$ cat src/verilog/ccu_pkg.sv
/*
 * Common definitions for the order and clear control units.
 * Word timing of the delay-line store, the 5-bit order letter codes,
 * the transfer control levels and the digit counter type.
 */
package ccu_pkg;

   // Word timing.
   localparam int DIGITS_PER_MINOR = 18;  // Digit positions in one minor cycle.
   localparam int DIGIT_W          = 5;   // Enough bits to count 0..17.

   // Order letters travel as 5-bit teleprinter codes.
   localparam int ORDER_W = 5;

   typedef logic [DIGIT_W-1:0] digit_t;  // Digit position within a minor cycle.

   // Order letters, coded as on the machine's teleprinter.
   // Only T, U and H drive the tank clear logic.
   typedef enum logic [ORDER_W-1:0] {
      ORD_NONE = 5'd0,   // No order held.
      ORD_T    = 5'd5,   // Transfer to store and clear Accumulator.
      ORD_U    = 5'd7,   // Transfer to store, Accumulator retained.
      ORD_S    = 5'd12,  // Subtract.
      ORD_Z    = 5'd13,  // Stop.
      ORD_H    = 5'd21,  // Store word to Multiplier.
      ORD_A    = 5'd28,  // Add.
      ORD_V    = 5'd31   // Multiply and add.
   } order_code_t;

   // Transfer control levels decoded from the held order.
   typedef struct packed {
      logic c18;   // H order, store to Multiplier.
      logic c19;   // T or U order, Accumulator to store.
      logic c20;   // T order, transfer and clear.
      logic op_u;  // U order, transfer without clearing.
   } order_ctrl_t;

endpackage

$ cat src/verilog/digit_timer.sv
/*
 * Digit timer.
 * Counts digit positions within each minor cycle and tracks minor-cycle
 * parity. Marks digit 0 of even and odd minor cycles with one-cycle strobes.
 */
`timescale 1ns/1ps

module digit_timer (
   input  logic clk,     // Digit clock.
   input  logic rst_n,   // Asynchronous reset, active low.
   output logic ev_d0,   // Digit 0 of an even minor cycle.
   output logic odd_d0   // Digit 0 of an odd minor cycle.
);

   ccu_pkg::digit_t digit;  // Current digit position.
   logic            odd;    // Minor cycle parity, high in odd cycles.
   logic            wrap;   // Last digit of the minor cycle.
   logic            d0;     // Digit 0 of any minor cycle.

   assign wrap = (digit == ccu_pkg::digit_t'(ccu_pkg::DIGITS_PER_MINOR - 1));  // Digit 17.
   assign d0   = (digit == '0);

   // Digit counter and parity flop.
   always_ff @(posedge clk or negedge rst_n) begin
      if (!rst_n) begin
         digit <= '0;              // Start at digit 0.
         odd   <= 1'b0;            // of an even minor cycle.
      end else if (wrap) begin
         digit <= '0;              // Back to digit 0.
         odd   <= ~odd;            // Next minor cycle.
      end else begin
         digit <= digit + 1'b1;    // Next digit position.
      end
   end

   // Strobes come straight from the count, so ev_d0 is up
   // in the first cycle out of reset.
   assign ev_d0  = d0 & ~odd;  // Even minor cycle start.
   assign odd_d0 = d0 & odd;   // Odd minor cycle start.

   // The two strobes mark different minor cycles.
   a_strobe_excl: assert property (
      @(posedge clk) disable iff (!rst_n)
      !(ev_d0 && odd_d0)
   ) else $error("digit_timer: ev_d0 and odd_d0 high together");

endmodule

$ cat src/verilog/order_decode.sv
/*
 * Order decoder.
 * Holds the current order letter and turns it into the transfer control
 * levels c18, c19, c20 and the U-order flag for the clear control.
 */
`timescale 1ns/1ps

module order_decode (
   input  logic                  clk,         // Digit clock.
   input  logic                  rst_n,       // Asynchronous reset, active low.
   input  logic                  order_load,  // Load strobe for a new order.
   input  ccu_pkg::order_code_t  order_code,  // Order letter from the order tank.
   output ccu_pkg::order_ctrl_t  ctrl         // Transfer control levels.
);

   ccu_pkg::order_code_t order_q;  // Held order.

   // Order register.
   always_ff @(posedge clk or negedge rst_n) begin
      if (!rst_n) begin
         order_q <= ccu_pkg::ORD_NONE;  // No order after reset.
      end else if (order_load) begin
         order_q <= order_code;         // Take the new order.
      end
   end

   // Decode the held order.
   // Levels change the cycle after a load and hold until the next one.
   always_comb begin
      case (order_q)
         ccu_pkg::ORD_T: begin
            // Store and clear Accumulator.
            ctrl = '{c18: 1'b0, c19: 1'b1, c20: 1'b1, op_u: 1'b0};
         end
         ccu_pkg::ORD_U: begin
            // Store, Accumulator kept.
            ctrl = '{c18: 1'b0, c19: 1'b1, c20: 1'b0, op_u: 1'b1};
         end
         ccu_pkg::ORD_H: begin
            // Word into Multiplier.
            ctrl = '{c18: 1'b1, c19: 1'b0, c20: 1'b0, op_u: 1'b0};
         end
         default: begin
            ctrl = '0;  // Not a transfer order.
         end
      endcase
   end

   // Clearing and retaining transfers exclude each other.
   a_t_u_excl: assert property (
      @(posedge clk) disable iff (!rst_n)
      !(ctrl.c20 && ctrl.op_u)
   ) else $error("order_decode: c20 and op_u high together");

endmodule

$ cat src/verilog/tank_clear_control.sv
/*
 * Tank clear control.
 * On r2 or s2 during a transfer order, clears the Accumulator, Multiplier
 * and Multiplicand for one minor cycle through gates g9, g10 and g11,
 * then issues end pulse ep6 (store and clear) or ep7 (store and retain).
 */
`timescale 1ns/1ps

module tank_clear_control (
   input  logic                  clk,      // Digit clock.
   input  logic                  rst_n,    // Asynchronous reset, active low.
   input  ccu_pkg::order_ctrl_t  ctrl,     // Transfer control levels.
   input  logic                  ev_d0,    // Digit 0, even minor cycle.
   input  logic                  odd_d0,   // Digit 0, odd minor cycle.
   input  logic                  r2,       // MCU coincidence.
   input  logic                  s2,       // Stimulating pulse.
   output logic                  ep6,      // End pulse, store and clear.
   output logic                  ep7,      // End pulse, store and retain.
   output logic                  g9_neg,   // Accumulator clear gate, active low.
   output logic                  g10_neg,  // Multiplier clear gate, active low.
   output logic                  g11_neg   // Multiplicand clear gate, active low.
);

   logic ep7_set;    // Start of a transfer.
   logic ep7_reset;  // End of the clear minor cycle.
   logic clr_set;    // Clear window opens.
   logic ep7_ff;     // Transfer pending.
   logic clr_ff;     // Clear window open.
   logic op_u_d;     // op_u one cycle late.
   logic ep7_ff_d;   // ep7_ff one cycle late.

   assign ep7_set   = (r2 & ctrl.c19) | (s2 & ctrl.c18);  // Transfer to or from store.
   assign ep7_reset = ev_d0 & clr_ff;                     // Clear window done.
   assign clr_set   = odd_d0 & ep7_ff;                    // Wait for an odd minor cycle.

   // Transfer pending flop. Reset wins over set,
   // so a late r2 or s2 in the closing cycle is dropped.
   always_ff @(posedge clk or negedge rst_n) begin
      if (!rst_n) begin
         ep7_ff <= 1'b0;
      end else if (ep7_reset) begin
         ep7_ff <= 1'b0;  // Sequence finished.
      end else if (ep7_set) begin
         ep7_ff <= 1'b1;  // Repeats while set are absorbed.
      end
   end

   // Clear window flop, open from digit 1 of the odd minor cycle
   // through digit 0 of the following even one.
   always_ff @(posedge clk or negedge rst_n) begin
      if (!rst_n) begin
         clr_ff <= 1'b0;
      end else if (ev_d0) begin
         clr_ff <= 1'b0;  // Close at the next even digit 0.
      end else if (clr_set) begin
         clr_ff <= 1'b1;  // Open after odd digit 0.
      end
   end

   // Delay cells feeding the ep7 gate.
   always_ff @(posedge clk or negedge rst_n) begin
      if (!rst_n) begin
         op_u_d   <= 1'b0;
         ep7_ff_d <= 1'b0;
      end else begin
         op_u_d   <= ctrl.op_u;
         ep7_ff_d <= ep7_ff;
      end
   end

   // Clear gates, low while the window is open.
   assign g11_neg = ~clr_ff;                // Multiplicand, every transfer.
   assign g9_neg  = ~(clr_ff & ctrl.c20);   // Accumulator, T order only.
   assign g10_neg = ~(clr_ff & ctrl.c18);   // Multiplier, H order only.

   // End pulses in the last cycle of the window.
   assign ep6 = ev_d0 & ~g9_neg;                       // T order.
   assign ep7 = ev_d0 & clr_ff & op_u_d & ep7_ff_d;    // U order.

   // The window only opens on a pending transfer.
   a_clr_needs_ep7: assert property (
      @(posedge clk) disable iff (!rst_n)
      $rose(clr_ff) |-> $past(ep7_ff)
   ) else $error("tank_clear_control: clear flop set without ep7 flop");

   // A transfer ends with one kind of end pulse only.
   a_end_excl: assert property (
      @(posedge clk) disable iff (!rst_n)
      !(ep6 && ep7)
   ) else $error("tank_clear_control: ep6 and ep7 high together");

endmodule

$ cat src/verilog/order_control_top.sv
/*
 * Order and tank clear control.
 * Digit timer, order decoder and tank clear control side by side.
 */
`timescale 1ns/1ps

module order_control_top (
   input  logic                  clk,         // Digit clock.
   input  logic                  rst_n,       // Asynchronous reset, active low.
   input  logic                  order_load,  // Load strobe for a new order.
   input  ccu_pkg::order_code_t  order_code,  // Order letter.
   input  logic                  r2,          // MCU coincidence.
   input  logic                  s2,          // Stimulating pulse.
   output logic                  ev_d0,       // Digit 0, even minor cycle.
   output logic                  odd_d0,      // Digit 0, odd minor cycle.
   output logic                  ep6,         // End pulse, store and clear.
   output logic                  ep7,         // End pulse, store and retain.
   output logic                  g9_neg,      // Accumulator clear gate.
   output logic                  g10_neg,     // Multiplier clear gate.
   output logic                  g11_neg      // Multiplicand clear gate.
);

   ccu_pkg::order_ctrl_t ctrl;  // Decoded transfer levels.

   digit_timer digit_timer_inst (
      .clk    (clk),
      .rst_n  (rst_n),
      .ev_d0  (ev_d0),
      .odd_d0 (odd_d0)
   );

   order_decode order_decode_inst (
      .clk        (clk),
      .rst_n      (rst_n),
      .order_load (order_load),
      .order_code (order_code),
      .ctrl       (ctrl)
   );

   tank_clear_control tank_clear_control_inst (
      .clk     (clk),
      .rst_n   (rst_n),
      .ctrl    (ctrl),
      .ev_d0   (ev_d0),
      .odd_d0  (odd_d0),
      .r2      (r2),
      .s2      (s2),
      .ep6     (ep6),
      .ep7     (ep7),
      .g9_neg  (g9_neg),
      .g10_neg (g10_neg),
      .g11_neg (g11_neg)
   );

endmodule

$ cat config.mk
export PLATFORM = sky130hd
export DESIGN_NAME = order_control_top
export DESIGN_NICKNAME = d
export VERILOG_FILES = /design/src/verilog/ccu_pkg.sv /design/src/verilog/digit_timer.sv /design/src/verilog/order_decode.sv /design/src/verilog/tank_clear_control.sv /design/src/verilog/order_control_top.sv
export SDC_FILE = /design/constraint.sdc
export NUM_CORES = 1
export LEC_CHECK = 0
export BUFFER_PORTS_ARGS = -buffer_cell sky130_fd_sc_hd__buf_2
export CORE_MARGIN = 2
export CORE_UTILIZATION = 50
export CTS_CLUSTER_DIAMETER = 40
export DETAILED_ROUTE_END_ITERATION = 8
export PLACE_DENSITY = 0.86
export SLEW_MARGIN = 10
export SYNTH_ARGS = -nofsm -noshare
export SYNTH_HDL_FRONTEND = slang
export SYNTH_SLANG_ARGS = --single-unit
$ cat constraint.sdc
create_clock -name clk -period 1.6 [get_ports clk]
set_input_delay 0.16 -clock clk [delete_from_list [all_inputs] [get_ports clk]]
set_output_delay 0.16 -clock clk [all_outputs]
set_load 0.03 [all_outputs]
Word-level counts from Yosys, hierarchy flattened. Cells that the tools add are included.

Bits of input ports: 10. Flip-flop bits (word level): 15. Output and inout bits: 7. Logic and storage cells: 37.

$add $sub $neg: 1. Eq/ne operators: 4. Multiplexer cells: 6. Reduce and logical (&&, ||, !) cells: 3. Bitwise operators: 16.

Operators with widths (number): case mux 4 bit (3 select lines) (1); AND 1 bit (11); == test 5 x 3 -> 1 bit, second input constant (2); == test 5 bit, second input constant (2); adder 5 x 1 -> 5 bit, second input constant (1); zero test 5 bit (1); 2-to-1 mux 5 bit (1); 2-to-1 mux 1 bit (4); NOT 1 bit (4); nonzero test 2 bit (2); OR 1 bit (1).

Logic depth before layout (Yosys ltp).
Depth after elaboration: 6. Gate-level depth with buffers: 5.

Hierarchy. Synthesis repeated with hierarchy kept, for this count alone.

Cell total of the unflattened synthesis: 58. Area, all modules: 710.7 sq um.

Modules (own cells, without submodules): digit_timer (cells each 29, area each 324.1 sq um, times used 1); order_decode (cells each 16, area each 230.2 sq um, times used 1); tank_clear_control (cells each 13, area each 156.4 sq um, times used 1).

Worst setup path after synthesis. Ideal clock, no wire load.

Path type: register to output. Start: register digit_timer_inst.digit[0]. End: output port ep6. Data required time: 1.440 ns. Path buffers: 0. Path slack: -0.086 ns. Stages on the path, launching flop included: 6. Arrival: 1.526 ns. Cells stage by stage: dfrtp_1 inv_1 ha_1 nor4b_4 and2b_4 nor3b_2.

Longest elaborated chain between the ends: 3.

Ends and longest elaborated chain: from (decl) (line digit_timer.sv:15) `ccu_pkg::digit_t digit;`; from (signal assigned) (line digit_timer.sv:32) `digit <= digit + 1'b1;`; zero test 5 bit (line digit_timer.sv:21) `assign d0 = (digit == '0);`; AND 1 bit (line digit_timer.sv:38) `assign ev_d0 = d0 & ~odd;`; net ev_d0 (line order_control_top.sv:14) `output logic ev_d0,`; AND 1 bit (line tank_clear_control.sv:77) `assign ep6 = ev_d0 & ~g9_neg;`; to (decl) (line order_control_top.sv:16) `output logic ep6,`.

The timed path passes the listed nets, and every way through them passes these cells.

Final worst setup path.
Start: register digit_timer_inst.digit[1]. End: output port ep7.

Longest elaborated chain between the ends: 5.

Ends and longest elaborated chain: zero test 5 bit (line digit_timer.sv:21); AND 1 bit (line digit_timer.sv:38); AND 1 bit (3 in series) (line tank_clear_control.sv:78) `assign ep7 = ev_d0 & clr_ff & op_u_d & ep7_ff_d;`; to (decl) (line order_control_top.sv:17) `output logic ep7,`.

No other way between the ends.

==> results.ini <==
[synth]
syn-cell-area_um2 = 701
synth_cell_types = 23
yosysSeqAreaShare_pct = 53.6
syn_inst = 56
synth.avg_cell_area_um2 = 12.5
synth_warnings = 0
syn_nets = 69
ys_seq_elements = 15

[final_layout]
drive_gt1_share_pct = 48.9
mostFrequentLayoutCells = 15 x dfrtp_1, 14 x buf_4, 11 x buf_2
fillers = 78
multi_input_area_um2 = 340
regArea_um2 = 375
antenna_cells = 0
layout.nets = 106
layout-area-overhead-vs-synth_pct = 44.3
instances_no_fill = 107
final_common_cell = dfrtp_1
final_util_pct = 77.7
fin_area_um2 = 1010

[outcome]
violations = setup timing
status = finished, violations left

[sta]
rsz0062_at_grt = true
slew_violations = 0
hold_viol_final = 0
setup_viol = 6
finalCritPeriodShare_pct = 113
relSlewSlack_pct = 77.5
tns_ns = -0.763
finalCriticalPeriod_ns = 1.81
fin_skew_ns = 0.00653
worstMarginPinSlew_ns = 0.332
fmax_ghz = 0.552
layout_setup_ws_ns = -0.213
holdWs_ns = 0.0980

[clock_tree]
clk_latency_ns = 0.28
worst_setup_hold_path_clk_slew_ns = 0.10
cts_tree = done
cts_root_buf = clkbuf_4
cts_made_buffers = 3
clock-sinks = 15
cts_buffer_depth = 2
cts.htree.levels = 1

[place]
place_area_um2 = 837
portBuffers = 16
place.gp.congestion = 0.753
post-place-ws_ns = -0.0214
placedCellCount = 91
hpwl_um = 977

[pwr]
p_per_area_nw_per_um2 = 709
vdd_drop_max_v = 0.000613
total_power_uw = 717
power.leakage_nw = 0.473

[detailed_routing]
wl_um = 1490
drtAntennaViolNets = 0
drtIter0Drc = 2
route.detailed.drc = 0
dr.pass1.iters = 4
wire_per_inst_um = 13.9
vias = 552
viasPerCell = 5.16

[critical_path]
critPathRequiredTime_ns = 1.44
crit_path_max_incr_delay_ns = 0.41
worstPathArrival_ns = 1.65
cp_cell_sequence = inv_2 > ha_4 > nor4b_4 > and2b_4 > and4_4 > buf_6
critPathKind = register to output port
ff2ff_path_depth = 7
cp_slowest_cell = dfrtp_1
critical_path.startpoint_type = register
crit_path_max_fanout = 3
cp-end-kind = output port

[floorplanning]
rows = 13
die_x_um = 41.4
ios = 17
core_um2 = 1300
die_h_um = 41.4
design.die.area_um2 = 1720
initial_core_util_pct = 53.8

[global_routing]
grt_pass1_vias = 588
track_usage_pct = 18.9
antenna_found_initial = 0
grt_pass1_wl_um = 2500
grt_overflow_total = 0
grt_max_degree = 16

[hold_path]
hold_depth = 2
min_path_type = input pin to register

[flow_run]
maxCapViolCount = 0

==> Yosys cell counts <==
cell,number,area share [%]
nor3b_2,1,1.8
mux2_1,5,8.0
nor4b_4,1,3.4
nand2b_1,1,0.89
dfrtp_1,15,54
inv_1,3,1.6
and2b_4,1,1.4
nand3_1,3,2.1
a21oi_1,4,2.9
xnor2_1,2,2.5
nor3_1,1,0.71
xor2_1,1,1.3
nor2_1,3,1.6
nand2_1,2,1.1
ha_1,3,5.4
and4bb_1,1,1.8
and2_1,2,1.8
a22oi_1,1,1.1
nor2b_1,1,0.89
nor3_2,1,1.4
or2_1,1,0.89
and4_1,2,2.5
nor4bb_1,1,1.4
==> report_power, final <==
group	total, mW	leakage (nW)	switching [mW]	internal, mW
Sequential	0.442	0.178	0.0270	0.415
Clock	0.215	0.0177	0.122	0.0925
Combinational	0.0606	0.278	0.0258	0.0349
Total	0.717	0.473	0.175	0.542
==> worst max-delay path, delay by kind of cell, from the launching register on <==
kind	cells	cell delay, ns
adders and majority gates	1	0.12
buffers and inverters	2	0.21
DFF	1	0.41
and+or+nand+nor	3	0.63
==> final cells by class <==
class | count | share of cell area, %
Timing Repair Buffer | 32 | 23.5
Tap cell | 15 | 1.86
Multi-Input combinational cell | 38 | 33.7
Clock buffer | 3 | 2.23
Sequential cell | 15 | 37.1
Inverter | 3 | 1.11
Clock inverter | 1 | 0.495
==> sequential cells by signal (all words and copies together) (netlist names) <==
signal,count
digit_timer_inst.digit,5
order_decode_inst.order_q,5
digit_timer_inst.odd,1
tank_clear_control_inst.clr_ff,1
tank_clear_control_inst.ep7_ff,1
tank_clear_control_inst.ep7_ff_d,1
tank_clear_control_inst.op_u_d,1
==> path summary, 6_finish.rpt <==
path	startpoint	end	slack, ns
worst max-delay path	digit_timer_inst.digit[1]	ep7	-0.21
worst min-delay path	order_code[4]	order_decode_inst.order_q[4]	0.1
worst max register to register	digit_timer_inst.digit[1]	tank_clear_control_inst.ep7_ff	0.17
worst min register to register	tank_clear_control_inst.ep7_ff	tank_clear_control_inst.ep7_ff_d	0.42
max in group asynchronous	rst_n	order_decode_inst.order_q[2]	1.04
min in group asynchronous	rst_n	digit_timer_inst.digit[2]	0.30
==> layer usage <==
layer | track usage [%] | part of all wire, % | vias up
met2 | 33.1 | 57 | 14
li1 | - | - | 267
met5 | 0 | 0 | -
met4 | 7.74 | 1.3 | 0
met1 | 23.0 | 40 | 269
met3 | 2.61 | 2.1 | 2
==> what timing repair did <==
action                     in CTS  in global routing
pin swaps                       2                  2
setup endpoints to repair       5                  5
hold buffers                    1                  0
setup buffers                   6                  7
hold endpoints to repair       15                  0
gates resized for setup        14                  5
gates cloned                    0                  0
==> logic make-up (layout without fill, tap and decap cells) <==
kind of cell,count (synthesis),after routing,synth area share (%)
AOI/OAI and AO/OA,5,5,3.93
and+or+nand+nor,22,22,23.8
adders and majority gates,3,3,5.36
buffers and inverters,3,39,1.61
muxes,5,5,8.04
DFF,15,15,53.6
xor gates and xnor gates,3,3,3.75
Note: power is estimated with default switching activity, not from simulation.
